==> config.mk <==
export PLATFORM = sky130hd
export DESIGN_NAME = serial_decode_top
export DESIGN_NICKNAME = d
export VERILOG_FILES = /design/src/serial_decode_pkg.sv /design/src/ctrl_decode.sv /design/src/imm_serializer.sv /design/src/instr_sequencer.sv /design/src/serial_alu.sv /design/src/serial_decode_top.sv
export VERILOG_INCLUDE_DIRS = /design/src
export SDC_FILE = /design/constraint.sdc
export NUM_CORES = 1
export LEC_CHECK = 0
export ABC_AREA = 1
export BUFFER_PORTS_ARGS = -buffer_cell sky130_fd_sc_hd__buf_2
export CORE_MARGIN = 2
export CORE_UTILIZATION = 55
export CTS_BUF_LIST = sky130_fd_sc_hd__clkbuf_2 sky130_fd_sc_hd__clkbuf_4 sky130_fd_sc_hd__clkbuf_8
export CTS_CLUSTER_DIAMETER = 150
export DETAILED_ROUTE_END_ITERATION = 8
export GPL_TIMING_DRIVEN = 0
export PLACE_DENSITY = 0.8
export SYNTH_ARGS = -nofsm -noshare
export SYNTH_HDL_FRONTEND = slang
export SYNTH_SLANG_ARGS = --single-unit
==> constraint.sdc <==
create_clock -name clk -period 3.9 [get_ports clk]
set_input_delay 0.585 -clock clk [delete_from_list [all_inputs] [get_ports clk]]
set_output_delay 0.585 -clock clk [all_outputs]
set_load 0.05 [all_outputs]
==> src/serial_decode_defs.svh <==
`ifndef SERIAL_DECODE_DEFS_SVH
`define SERIAL_DECODE_DEFS_SVH

// Datapath width and serial bit counter width
`define SD_XLEN  32
`define SD_CNT_W 5

// Opcode values, instruction bits 6 to 2
`define SD_OPC_OPIMM  5'b00100
`define SD_OPC_OP     5'b01100
`define SD_OPC_LUI    5'b01101
`define SD_OPC_BRANCH 5'b11000

`endif

==> src/serial_decode_pkg.sv <==
`include "serial_decode_defs.svh"

package serial_decode_pkg;

   typedef logic [`SD_XLEN-1:0]  word_t;
   typedef logic [4:0]           reg_addr_t;
   typedef logic [4:0]           opcode_t;
   typedef logic [2:0]           funct3_t;
   typedef logic [`SD_CNT_W-1:0] bit_cnt_t;

   typedef enum logic [1:0] {
      IDLE,
      RUN,
      DONE
   } seq_state_e;

   // Decoded control, valid from the edge after capture
   typedef struct packed {
      logic       op_b_imm;
      logic       zero_a;
      logic       alu_sub;
      logic       bool_en;
      logic [1:0] bool_op;
      logic       slt_en;
      logic       cmp_uns;
      logic       branch;
      logic       cmp_eq;
      logic       cmp_inv;
      logic       rd_we;
      logic       illegal;
   } ctrl_t;

endpackage

==> src/ctrl_decode.sv <==
`timescale 1ns/1ns
`include "serial_decode_defs.svh"

module ctrl_decode
   import serial_decode_pkg::*;
(
   input  logic      clk,
   input  logic      i_rst_n,
   input  logic      i_capture,
   input  word_t     i_instr,
   output ctrl_t     o_ctrl,
   output reg_addr_t o_rd_addr
);

   opcode_t opcode;
   funct3_t funct3;
   logic    bit30;

   logic is_opimm;
   logic is_op;
   logic is_lui;
   logic is_branch;
   logic is_alu;
   logic shift_f3;
   logic illegal;

   // Reset state decodes as addi x0, the canonical nop
   always_ff @(posedge clk or negedge i_rst_n) begin
      if (!i_rst_n) begin
         opcode    <= `SD_OPC_OPIMM;
         funct3    <= '0;
         bit30     <= 1'b0;
         o_rd_addr <= '0;
      end else if (i_capture) begin
         opcode    <= i_instr[6:2];
         funct3    <= i_instr[14:12];
         bit30     <= i_instr[30];
         o_rd_addr <= i_instr[11:7];
      end
   end

   assign is_opimm  = (opcode == `SD_OPC_OPIMM);
   assign is_op     = (opcode == `SD_OPC_OP);
   assign is_lui    = (opcode == `SD_OPC_LUI);
   assign is_branch = (opcode == `SD_OPC_BRANCH);
   assign is_alu    = is_opimm | is_op;
   // sll, srl and sra are not implemented
   assign shift_f3  = (funct3[1:0] == 2'b01);

   always_comb begin
      illegal = 1'b1;
      if (is_opimm)
         illegal = shift_f3;
      else if (is_op)
         illegal = shift_f3 | (bit30 & (funct3 != 3'b000));
      else if (is_lui)
         illegal = 1'b0;
      else if (is_branch)
         illegal = (funct3[2:1] == 2'b01);
   end

   always_comb begin
      o_ctrl.op_b_imm = is_opimm | is_lui;
      o_ctrl.zero_a   = is_lui;
      // Compares run through the subtractor as well
      o_ctrl.alu_sub  = (is_op & bit30) | (is_alu & (funct3[2:1] == 2'b01)) | is_branch;
      o_ctrl.bool_en  = is_alu & funct3[2] & ~shift_f3;
      o_ctrl.bool_op  = funct3[1:0];
      o_ctrl.slt_en   = is_alu & (funct3[2:1] == 2'b01);
      // sltu, bltu and bgeu
      o_ctrl.cmp_uns  = (funct3[0] & funct3[1]) | (funct3[1] & funct3[2]);
      o_ctrl.branch   = is_branch & ~illegal;
      o_ctrl.cmp_eq   = (funct3[2:1] == 2'b00);
      o_ctrl.cmp_inv  = funct3[0];
      o_ctrl.rd_we    = (is_alu | is_lui) & (o_rd_addr != '0) & ~illegal;
      o_ctrl.illegal  = illegal;
   end

endmodule

==> src/imm_serializer.sv <==
`timescale 1ns/1ns
`include "serial_decode_defs.svh"

module imm_serializer
   import serial_decode_pkg::*;
(
   input  logic  clk,
   input  logic  i_rst_n,
   input  logic  i_capture,
   input  logic  i_cnt_en,
   input  word_t i_instr,
   input  ctrl_t i_ctrl,
   output logic  o_imm_bit
);

   opcode_t load_opc;
   word_t   imm_load;
   word_t   imm_sr;
   logic    shift_en;

   // Opcode of the word being captured, ctrl is not valid yet
   assign load_opc = i_instr[6:2];

   always_comb begin
      if (load_opc == `SD_OPC_OPIMM)
         // I-type, sign extended from bit 31
         imm_load = {{20{i_instr[31]}}, i_instr[31:20]};
      else if (load_opc == `SD_OPC_LUI)
         // U-type, upper 20 bits over zeros
         imm_load = {i_instr[31:12], 12'b0};
      else
         imm_load = '0;
   end

   // No shifting when operand B comes from rs2
   assign shift_en = i_cnt_en & i_ctrl.op_b_imm;

   always_ff @(posedge clk or negedge i_rst_n) begin
      if (!i_rst_n) begin
         imm_sr <= '0;
      end else if (i_capture) begin
         imm_sr <= imm_load;
      end else if (shift_en) begin
         imm_sr <= imm_sr >> 1;
      end
   end

   // LSB first
   assign o_imm_bit = imm_sr[0] & i_ctrl.op_b_imm;

endmodule

==> src/instr_sequencer.sv <==
`timescale 1ns/1ns

module instr_sequencer
   import serial_decode_pkg::*;
(
   input  logic clk,
   input  logic i_rst_n,
   input  logic i_req,
   output logic o_ack,
   output logic o_capture,
   output logic o_cnt_en,
   output logic o_cnt_done
);

   seq_state_e state;
   bit_cnt_t   cnt;

   // Operands are taken at the edge that moves IDLE to RUN
   assign o_capture  = (state == IDLE) && i_req;
   assign o_cnt_en   = (state == RUN);
   assign o_cnt_done = (state == RUN) && (cnt == '1);

   always_ff @(posedge clk or negedge i_rst_n) begin
      if (!i_rst_n) begin
         state <= IDLE;
         cnt   <= '0;
         o_ack <= 1'b0;
      end else begin
         case (state)
            IDLE: begin
               if (i_req) begin
                  state <= RUN;
                  cnt   <= '0;
               end
            end
            RUN: begin
               // Counter wraps back to zero after bit 31
               cnt <= cnt + bit_cnt_t'(1);
               if (o_cnt_done) begin
                  state <= DONE;
                  o_ack <= 1'b1;
               end
            end
            DONE: begin
               // Hold results until the requester lets go
               if (!i_req) begin
                  state <= IDLE;
                  o_ack <= 1'b0;
               end
            end
            default: begin
               state <= IDLE;
               o_ack <= 1'b0;
            end
         endcase
      end
   end

endmodule

==> src/serial_alu.sv <==
`timescale 1ns/1ns
`include "serial_decode_defs.svh"

module serial_alu
   import serial_decode_pkg::*;
(
   input  logic  clk,
   input  logic  i_rst_n,
   input  logic  i_capture,
   input  logic  i_cnt_en,
   input  logic  i_cnt_done,
   input  word_t i_rs1,
   input  word_t i_rs2,
   input  ctrl_t i_ctrl,
   input  logic  i_imm_bit,
   output word_t o_rd_data,
   output logic  o_take_branch
);

   word_t rs1_sr;
   word_t rs2_sr;
   word_t rd_sr;
   logic  first;
   logic  carry;
   logic  diff;

   logic  a_bit;
   logic  b_src;
   logic  b_bit;
   logic  c_in;
   logic  sum_bit;
   logic  c_out;
   logic  bool_bit;
   logic  res_bit;
   logic  eq;
   logic  lt;
   logic  cmp;

   assign a_bit = rs1_sr[0] & ~i_ctrl.zero_a;
   assign b_src = i_ctrl.op_b_imm ? i_imm_bit : rs2_sr[0];

   // a - b as a + ~b + 1, the +1 enters as the first carry
   assign b_bit   = b_src ^ i_ctrl.alu_sub;
   assign c_in    = first ? i_ctrl.alu_sub : carry;
   assign sum_bit = a_bit ^ b_bit ^ c_in;
   assign c_out   = (a_bit & b_bit) | (c_in & (a_bit ^ b_bit));

   always_comb begin
      case (i_ctrl.bool_op)
         2'b10:   bool_bit = a_bit | b_src;
         2'b11:   bool_bit = a_bit & b_src;
         default: bool_bit = a_bit ^ b_src;
      endcase
   end

   assign res_bit = i_ctrl.bool_en ? bool_bit : sum_bit;

   // Only meaningful in the last bit cycle, where a_bit and b_src are the signs
   assign eq  = ~(diff | (a_bit ^ b_src));
   assign lt  = (a_bit ^ b_src) ? (i_ctrl.cmp_uns ? b_src : a_bit) : ~c_out;
   assign cmp = i_ctrl.cmp_eq ? eq : lt;

   always_ff @(posedge clk) begin
      if (i_capture) begin
         rs1_sr <= i_rs1;
         rs2_sr <= i_rs2;
      end else if (i_cnt_en) begin
         rs1_sr <= rs1_sr >> 1;
         rs2_sr <= rs2_sr >> 1;
      end
   end

   // Result bits enter from the top and settle into place after 32 shifts
   always_ff @(posedge clk) begin
      if (i_cnt_done && i_ctrl.slt_en) begin
         rd_sr <= {{(`SD_XLEN-1){1'b0}}, lt};
      end else if (i_cnt_en) begin
         rd_sr <= {res_bit, rd_sr[`SD_XLEN-1:1]};
      end
   end

   always_ff @(posedge clk or negedge i_rst_n) begin
      if (!i_rst_n) begin
         first         <= 1'b0;
         carry         <= 1'b0;
         diff          <= 1'b0;
         o_take_branch <= 1'b0;
      end else begin
         if (i_capture) begin
            first <= 1'b1;
            diff  <= 1'b0;
         end else if (i_cnt_en) begin
            first <= 1'b0;
            carry <= c_out;
            diff  <= diff | (a_bit ^ b_src);
         end
         if (i_cnt_done) begin
            o_take_branch <= i_ctrl.branch & (cmp ^ i_ctrl.cmp_inv);
         end
      end
   end

   assign o_rd_data = rd_sr;

endmodule

==> src/serial_decode_top.sv <==
`timescale 1ns/1ns

module serial_decode_top
   import serial_decode_pkg::*;
(
   input  logic      clk,
   input  logic      i_rst_n,
   input  logic      i_req,
   input  word_t     i_instr,
   input  word_t     i_rs1,
   input  word_t     i_rs2,
   output logic      o_ack,
   output word_t     o_rd_data,
   output reg_addr_t o_rd_addr,
   output logic      o_rd_we,
   output logic      o_take_branch,
   output logic      o_illegal
);

   logic  capture;
   logic  cnt_en;
   logic  cnt_done;
   logic  imm_bit;
   ctrl_t ctrl;

   instr_sequencer u_seq (
      .clk        (clk),
      .i_rst_n    (i_rst_n),
      .i_req      (i_req),
      .o_ack      (o_ack),
      .o_capture  (capture),
      .o_cnt_en   (cnt_en),
      .o_cnt_done (cnt_done)
   );

   ctrl_decode u_dec (
      .clk       (clk),
      .i_rst_n   (i_rst_n),
      .i_capture (capture),
      .i_instr   (i_instr),
      .o_ctrl    (ctrl),
      .o_rd_addr (o_rd_addr)
   );

   // Runs beside the decoder from the same instruction word
   imm_serializer u_imm (
      .clk       (clk),
      .i_rst_n   (i_rst_n),
      .i_capture (capture),
      .i_cnt_en  (cnt_en),
      .i_instr   (i_instr),
      .i_ctrl    (ctrl),
      .o_imm_bit (imm_bit)
   );

   serial_alu u_alu (
      .clk           (clk),
      .i_rst_n       (i_rst_n),
      .i_capture     (capture),
      .i_cnt_en      (cnt_en),
      .i_cnt_done    (cnt_done),
      .i_rs1         (i_rs1),
      .i_rs2         (i_rs2),
      .i_ctrl        (ctrl),
      .i_imm_bit     (imm_bit),
      .o_rd_data     (o_rd_data),
      .o_take_branch (o_take_branch)
   );

   assign o_rd_we   = ctrl.rd_we;
   assign o_illegal = ctrl.illegal;

endmodule

==> impl_metrics.tcl, run 1 <==
set metrics [dict create \
    ys_top_cells_by_area "edfxtp_1 (29%), dfrtp_1 (21%), nand2_1 (19%), dfxtp_1 (9.1%), a21oi_1 (2.9%)" \
    syn_area_um2 6830 \
    grt_pass1_wl_mm 25.0 \
    stdcell_area_um2 8190 \
    cts-htree-levels 4 \
    crit_path_start "u_dec.opcode[0]$_DFFE_PN0P_" \
    worstSkewPairLatency_ns 0.45 \
    insertedDiodeCount 0 \
    worstPathRequired_ns 3.31 \
    fp.dieArea_um2 13300 \
    area_delta_synth_final_pct 19.9 \
    synth_edf_count 65 \
    worst-setup-path-type "flop to output pin" \
    multi_input_comb_area_um2 2450 \
    switching_share_pct 39.0 \
    synth_cell_type_count 39 \
    start_util_pct 56.6 \
    io_buffer_count 137 \
    p_seq_share_pct 42.7 \
    p_switching_uw 2680 \
    p_comb_share_pct 37.7 \
    cp.arrival_ns 2.19 \
    hold_violations 0 \
    cts_tree "yes" \
    synth.most_common_cell "nand2_1" \
    holdBufCountCts 0 \
    p_per_area_nw_per_um2 839 \
    drive_gt1_share_pct 23.2 \
    slew_headroom_pct 43.3 \
    fin_crit_sh_pct 71.1 \
    endpoint_kind "output pin" \
    report.final.slew_viol_count 0 \
    die_x_um 115 \
    die_h_um 115 \
    layout.area.seq_um2 4030 \
    avgSynthCellArea_um2 8.96 \
    wl_per_cell_um 13.8 \
    cts_root_buffer "clkbuf_8" \
    total_power_uw 6880 \
    clock_path_buffers 2 \
    start_kind "flop" \
    async_flop_share_pct 37.7 \
    ys.flop_type "edfxtp_1" \
    ys_ff_latch 154 \
    ctsResizeCount 0 \
    ir_drop_mv 0.356 \
    boundaryPins 140 \
    synth_area_leader_cell "edfxtp_1" \
    post_cts_buffers 0 \
    final_nets 1023 \
    num_rows 40 \
    hpwl_mm 10.6 \
    grt_pass1_vias 5373 \
    synth_fp_nets 867 \
    ant_nets 0 \
    cts_sinks 154 \
    numCtsBuffers 17 \
    grt_start_max_net_pins 67 \
    dpl_worst_slack_ns 1.35 \
    wl_mm 15.2 \
    grt_usage_pct 24.2 \
    r2r-end "u_alu.o_rd_data[31]$_SDFFE_PP0P_" \
    leakagePower_uw 0.00394 \
    fmax_mhz 361 \
    coreArea_um2 12100 \
    clkPwrFrac_pct 19.6 \
    hold_path.class "input port to async pin" \
    nFillCells 989 \
    overflow 0 \
    maxCapViolCount 0 \
    ys_seq_area_share_pct 58.9 \
    worst_pin_slew_ns 0.850 \
    clock_skew_ns 0.0119 \
    rsz0062_at_grt "no" \
    p_int_uw 4200 \
    drc 0 \
    antenna_found_initial 2 \
    final_util_pct 67.9 \
    gp_congestion 0.855 \
    detail_route.vias_per_cell 5.16 \
    worst_slack_ns 1.13 \
    reg2reg_depth 9 \
    synthTopCellsByCount "nand2_1 (344), edfxtp_1 (65), dfrtp_1 (57), a21oi_1 (39), dfxtp_1 (31)" \
    setup_viol 0 \
    r2r_slack_ns 1.58 \
    final.min_clock_period_ns 2.77 \
    worstPathMaxFanout 5 \
    dr_total_vias 5680 \
    synth_top_area_share_pct 28.6 \
    holdWs_ns 0.193 \
    rr_startpoint "u_dec.opcode[2]$_DFFE_PN1P_" \
    drtPass1Iterations 5 \
    synthCells 763 \
    status "completed" \
    first_iter_violations 385 \
    place_area_um2 7740 \
    ys_warn_count 0 \
    clk_pin_slew_worst_paths_ns 0.08 \
]
## stage by stage
stage               cells  setup TNS [ns]
floorplan             763               0
global placement     1068          -0.476
detailed placement   1068               0
CTS                  1100               0
global route         1100               0
finish               1100               0
## layer usage
metal / global-route usage, % / vias to the layer above / wire (um) / part of all wire [%]
li1: - / 2821 / - / -
met1: 31.8 / 2636 / 6750 / 44
met2: 38.3 / 190 / 7090 / 47
met3: 7.01 / 29 / 1080 / 7.1
met4: 9.56 / 4 / 299 / 2.0
met5: 0 / - / 14 / 0.092
## worst max-delay path, cell delays in order (launching register included)
cell      delay (ns)
dfrtp_1         0.40
inv_2           0.11
nand3_1         0.08
nor3_1          0.33
o21ai_0         0.15
nand2_1         0.09
a21oi_1         0.07
a211oi_1        0.21
buf_2           0.31
## area by class of cell
type,count,share of cell area (%)
Clock buffer,24,3.80
Buffer,43,2.92
Sequential cell,154,49.1
Timing Repair Buffer,137,8.40
Inverter,34,1.56
Multi-Input combinational cell,532,29.9
Tap cell,168,2.57
Clock inverter,8,1.71
## power by group through the flow
stage,clock [uW],combinational [uW],sequential (uW)
2_1_floorplan,0,1440,3430
3_3_place_gp,0,2510,2950
3_5_place_dp,0,2580,2950
4_1_cts,1370,2600,2930
5_1_grt,1440,2900,3010
6_report,1350,2590,2930
## how the worst max path moves through the flow
stage                                 to
2_1_floorplan                    o_rd_we
4_1_cts                          o_rd_we
6_report                         o_rd_we
3_5_place_dp    u_seq.cnt[3]$_DFFE_PN0P_
3_3_place_gp   u_alu.rs2_sr[8]$_DFFE_PP_
5_1_grt                          o_rd_we
## layout by cell type (no fill, tap or decap), drive strengths merged
| master | Yosys | final |
|---|---|---|
| a311oi | 1 | 1 |
| buf | 28 | 165 |
| a41oi | 8 | 8 |
| inv | 33 | 33 |
| fa | 1 | 1 |
| o21a | 11 | 11 |
| dfxtp | 31 | 31 |
| o21ai | 28 | 28 |
| clkinv | 1 | 5 |
| a211oi | 1 | 1 |
| xor2 | 2 | 2 |
| dfrtp | 57 | 57 |
| a21oi | 39 | 39 |
| o2111ai | 11 | 11 |
| nor4 | 1 | 1 |
| nand2 | 349 | 349 |
| clkbuf | 15 | 39 |
| dfstp | 1 | 1 |
| bufinv | 0 | 4 |
| o211ai | 1 | 1 |
| nor3 | 5 | 5 |
| a31oi | 2 | 2 |
| nand3 | 28 | 28 |
| nor2 | 30 | 30 |
| o22ai | 9 | 9 |
| ha | 4 | 4 |
| nor3b | 1 | 1 |
| edfxtp | 65 | 65 |
## registers in the layout, indices dropped and copies added (netlist names), 2 cells and up
register and count:
u_dec.o_rd_addr 5, u_alu.rs1_sr 32, u_alu.rs2_sr 32, u_imm.imm_sr 32
u_dec.funct3 3, u_seq.state 2, u_seq.cnt 5, u_dec.opcode 5
u_alu.o_rd_data 32
## cells by family after synthesis
family / synth area share [%]
and+or+nand+nor: 24.3
DFF: 58.9
AOI/OAI and AO/OA: 10.1
buffers and inverters: 5.37
adders and majority gates: 1.03
xor gates and xnor gates: 0.256
(Power assumes the default switching activity.)
==> run 2, diff against run 1 <==
- CORE_UTILIZATION: 55 -> 51
- PLACE_DENSITY: 0.8 -> 0.78
- clock period: 3.9 -> 2.3 ns (I/O delays scaled with it)
==> impl_metrics.tcl, run 2 (same netlist as run 1, synthesis figures left out) <==
set metrics [dict create \
    status "finished with violations" \
    violations "negative setup slack" \
    worst_slack_ns -0.0408 \
    cts_root_buffer "clkbuf_8" \
    crit_buf_inv 1 \
    crit_top_cell "nor2_4" \
    gp_congestion 0.865 \
    grt_usage_pct 23.1 \
    worstPathMaxFanout 5 \
    p_per_area_nw_per_um2 1430 \
    setup_viol 3 \
    grt_pass1_vias 5459 \
    cp.arrival_ns 2.00 \
    start_util_pct 52.0 \
    dr_total_vias 5814 \
    drtPass1Iterations 5 \
    grt_start_max_net_pins 67 \
    cp_slowest_stage_delay_ns 0.45 \
    num_rows 42 \
    cts_sinks 154 \
    clk_pin_slew_worst_paths_ns 0.08 \
    ant_nets 0 \
    total_power_uw 12100 \
    worstSkewPairLatency_ns 0.45 \
    endpoint_kind "output pin" \
    clock_path_buffers 2 \
    overflow 0 \
    area_delta_synth_final_pct 24.0 \
    io_buffer_count 137 \
    ir_drop_mv 0.498 \
    drive_gt1_share_pct 26.6 \
    first_iter_violations 367 \
    die_h_um 120 \
    coreArea_um2 13100 \
    final_cell_mix "nand2_1 (338), buf_2 (151), edfxtp_1 (65), dfrtp_1 (56), a21oi_1 (37)" \
    drc 0 \
    final_nets 1034 \
    boundaryPins 140 \
    cts-htree-levels 4 \
    crit_family "simple AND/OR/NAND/NOR gates" \
    worst_pin_slew_ns 0.726 \
    final_common_cell "nand2_1" \
    leakagePower_uw 0.00403 \
    report.final.slew_viol_count 0 \
    worst-setup-path-type "flop to output pin" \
    hold_path.class "input port to flop" \
    maxCapViolCount 0 \
    die_x_um 120 \
    fin_crit_sh_pct 102 \
    numCtsBuffers 17 \
    rsz0062_at_grt "yes" \
    grt_pass1_wl_mm 25.8 \
    detail_route.vias_per_cell 5.20 \
    antenna_found_initial 3 \
    wl_per_cell_um 14.5 \
    cts_tree "yes" \
    wl_mm 16.2 \
    path_cells "nor2_4, nand3_4, nor2_4, a21oi_4, a211oi_4, buf_6" \
    hpwl_mm 11.0 \
    start_kind "flop" \
    slew_headroom_pct 51.6 \
    worstPathRequired_ns 1.96 \
    fmax_mhz 427 \
    crit_slowest_cell "dfrtp_2" \
    fin_tns_setup_ns -0.0874 \
    hold_violations 0 \
    insertedDiodeCount 0 \
    fp.dieArea_um2 14300 \
    final.min_clock_period_ns 2.34 \
    clock_skew_ns 0.00776 \
]
==> run 2: final cells by class <==
cell class                 count  area [um^2]
fill                        1095         4670
sequential                   154         4030
multi-input combinational    532         2630
timing repair buffer         149          797
clock buffer                  22          294
buffer                        42          235
tap                          176          220
clock inverter                10          136
inverter                      34          128
==> run 2: path summary, 6_finish.rpt <==
check,startpoint,endpoint,slack [ns],cells past startpoint
max,u_dec.opcode[1]$_DFFE_PN0P_,o_rd_we,-0.04,6
min,i_instr[11],u_dec.o_rd_addr[4]$_DFFE_PN0P_,0.08,3
max reg2reg,u_dec.opcode[1]$_DFFE_PN0P_,u_alu.o_rd_data[31]$_SDFFE_PP0P_,-0.03,11
min reg2reg,u_alu.o_rd_data[23]$_SDFFE_PP0P_,u_alu.o_rd_data[23]$_SDFFE_PP0P_,0.48,2
max in group asynchronous,i_rst_n,u_dec.opcode[1]$_DFFE_PN0P_,1.29,2
min in group asynchronous,i_rst_n,u_dec.o_rd_addr[3]$_DFFE_PN0P_,0.49,2
==> run 2: stage by stage <==
| stage | worst slack, ns | util, % | instances | hold slack (ns) | cell area [um^2] |
|---|---|---|---|---|---|
| 3_5_place_dp | -0.00873 | 59.0 | 1076 | 0.466 | 7750 |
| 2_1_floorplan | -0.0682 | - | 763 | 0.0494 | 6840 |
| 4_1_cts | -0.0253 | 63.2 | 1115 | 0.0580 | 8300 |
| 3_3_place_gp | -0.521 | 59.0 | 1076 | 0.459 | 7750 |
| 6_report | -0.0408 | 64.5 | 1119 | 0.0842 | 8470 |
| 5_1_grt | -0.204 | 64.5 | 1119 | 0.0729 | 8470 |
==> run 2: per-layer routing <==
metal | GRT usage [%] | up-vias | wire length, um
li1 | - | 2850 | -
met4 | 8.38 | 0 | 339
met1 | 30.9 | 2703 | 6990
met2 | 35.3 | 226 | 7570
met5 | 0 | - | 0
met3 | 7.94 | 35 | 1330
==> run 2: timing repair <==
item / in CTS / in global routing
gates resized for setup: 16 / 30
endpoints found under the setup margin: 3 / 72
hold buffers: 0 / 1
hold endpoints to repair: 0 / 45
setup buffers: 7 / 4
pin swaps: 4 / 17
==> run 2: where the power goes <==
part	leakage, uW	total, uW	internal [uW]	switching, uW
logic	0.00217	4880	1630	3240
clock network	0.000227	2190	1190	994
registers	0.00164	5010	4380	627
==> run 2: worst reg2reg max path, cell delays in order, from the launching register on <==
cell     delay, ns
dfrtp_2       0.45
nor2_4        0.24
nand3_2       0.14
buf_4         0.16
nand2_2       0.11
nand2_4       0.09
nand2_4       0.12
xor2_4        0.16
fa_2          0.45
o21ai_2       0.13
nand2_1       0.07
a21oi_2       0.15
==> run 3, diff against run 2 <==
- SKIP_CTS_REPAIR_TIMING: not set -> 1
==> impl_metrics.tcl, run 3 (same netlist as run 1, synthesis figures left out) <==
set metrics [dict create \
    status "finished with violations" \
    violations "negative setup slack" \
    slew_headroom_pct 51.0 \
    num_rows 42 \
    report.final.slew_viol_count 0 \
    crit_family "compound AO/OA/AOI/OAI gates" \
    p_int_uw 7120 \
    dr_total_vias 5733 \
    nFillCells 1117 \
    die_x_um 120 \
    p_seq_share_pct 42.1 \
    numCtsBuffers 17 \
    final.min_clock_period_ns 2.40 \
    p_switching_uw 4760 \
    detail_route.vias_per_cell 5.15 \
    p_comb_share_pct 39.5 \
    overflow 0 \
    ant_nets 0 \
    wl_per_cell_um 14.2 \
    die_h_um 120 \
    worst-setup-path-type "flop to output pin" \
    io_buffer_count 137 \
    rr_startpoint "u_dec.opcode[2]$_DFFE_PN1P_" \
    p_per_area_nw_per_um2 1420 \
    drc 0 \
    fin_cells 1114 \
    gp_congestion 0.865 \
    fin_tns_setup_ns -0.146 \
    rsz0062_at_grt "yes" \
    wl_mm 15.8 \
    cts-htree-levels 4 \
    worstPathRequired_ns 1.96 \
    hpwl_mm 11.0 \
    start_util_pct 52.0 \
    hold_violations 0 \
    fp.dieArea_um2 14300 \
    crit_buf_inv 2 \
    ir_drop_mv 0.498 \
    cp.arrival_ns 2.06 \
    cp_slowest_stage_delay_ns 0.41 \
    dp_cells 1076 \
    antenna_found_initial 3 \
    worst_slack_ns -0.102 \
    reg2reg_depth 13 \
    drive_gt1_share_pct 25.6 \
    setup_viol 2 \
    area_delta_synth_final_pct 22.5 \
    maxCapViolCount 0 \
    boundaryPins 140 \
    insertedDiodeCount 0 \
    whs_path_depth 3 \
    worstHoldStart "i_instr[11]" \
    cts_sinks 154 \
    path_cells "inv_2, nand3_2, nor3_4, o21ai_1, nand2_2, a21oi_4, a211oi_4, buf_6" \
    endpoint_kind "output pin" \
    final_nets 1029 \
    hold_path.class "input port to flop" \
    worstSkewPairLatency_ns 0.46 \
    grt_pass1_wl_mm 25.2 \
    crit_slowest_cell "dfstp_2" \
    dpl_worst_slack_ns -0.00873 \
    worstPathMaxFanout 4 \
    drtPass1Iterations 5 \
    start_kind "flop" \
    grt_usage_pct 22.6 \
    min_to "u_dec.o_rd_addr[4]$_DFFE_PN0P_" \
    r2r-end "u_alu.o_take_branch$_DFFE_PN0P_" \
    coreArea_um2 13100 \
    final_cell_mix "nand2_1 (339), buf_2 (152), edfxtp_1 (65), dfrtp_1 (57), a21oi_1 (37)" \
    clock_path_buffers 2 \
    switching_share_pct 40.1 \
    clk_pin_slew_worst_paths_ns 0.08 \
    leakagePower_uw 0.00399 \
    clock_skew_ns 0.0105 \
    final_common_cell "nand2_1" \
    fin_crit_sh_pct 104 \
    fmax_mhz 416 \
    cts_tree "yes" \
    worst_pin_slew_ns 0.735 \
    cts_root_buffer "clkbuf_8" \
    final_util_pct 63.7 \
    grt_pass1_vias 5317 \
    first_iter_violations 392 \
    r2r_slack_ns 0.03 \
    clkPwrFrac_pct 18.4 \
    grt_start_max_net_pins 67 \
]
-- run 3: metal layers --
layer / share of wire [%] / track usage, % / up-vias
li1: - / - / 2852
met1: 44 / 30.6 / 2647
met2: 46 / 34.0 / 203
met3: 7.8 / 7.75 / 31
met4: 1.9 / 7.65 / 0
met5: 0 / 0 / -
-- run 3: worst reg2reg max path: stages, from the launching register on --
cell     delay [ns]
dfstp_2        0.60
nand2_2        0.09
nor2_4         0.11
nand2_4        0.09
nand3_1        0.15
nand2_2        0.11
xor2_2         0.19
fa_2           0.40
nand2_1        0.10
nand3_1        0.10
nand2_1        0.07
nand2_1        0.04
nand3_1        0.07
nand2_1        0.05
-- run 3: stage by stage --
stage | cell area [um^2] | total power [uW] | hold WS, ns
floorplan | 6840 | 8260 | 0.0494
CTS | 8180 | 11600 | 0.0580
global placement | 7750 | 9280 | 0.459
detailed placement | 7750 | 9400 | 0.466
global route | 8370 | 12700 | 0.0713
finish | 8370 | 11900 | 0.0774
-- run 3: cell type report --
| cell class | instances | area, um^2 | share of cell area (%) |
|---|---|---|---|
| flip-flops and latches | 154 | 4030 | 48.1 |
| well taps | 176 | 220 | 2.63 |
| plain buffers | 42 | 235 | 2.81 |
| clock inverters | 10 | 136 | 1.63 |
| multi-input cells | 532 | 2570 | 30.7 |
| clock buffers | 22 | 294 | 3.51 |
| repair buffers | 144 | 762 | 9.10 |
| inverters | 34 | 128 | 1.52 |
-- run 3: how the worst max path moves through the flow --
stage | start | to | slack, ns | cells past startpoint
floorplan | u_dec.opcode[2]$_DFFE_PN1P_ | o_rd_we | -0.07 | 7
global placement | i_req | u_alu.rs1_sr[17]$_DFFE_PP_ | -0.52 | 6
detailed placement | i_req | u_seq.cnt[3]$_DFFE_PN0P_ | -0.009 | 7
CTS | u_dec.opcode[0]$_DFFE_PN0P_ | o_rd_we | -0.26 | 8
global route | u_dec.opcode[3]$_DFFE_PN0P_ | o_rd_we | -0.19 | 7
finish | u_dec.opcode[2]$_DFFE_PN1P_ | o_rd_we | -0.10 | 8
-- run 3: power groups by stage --
stage | Clock [uW] | Combinational [uW] | Sequential, uW
floorplan | 0 | 2450 | 5810
global placement | 0 | 4280 | 4990
detailed placement | 0 | 4390 | 5010
CTS | 2230 | 4400 | 4970
global route | 2350 | 5210 | 5140
finish | 2190 | 4690 | 5000
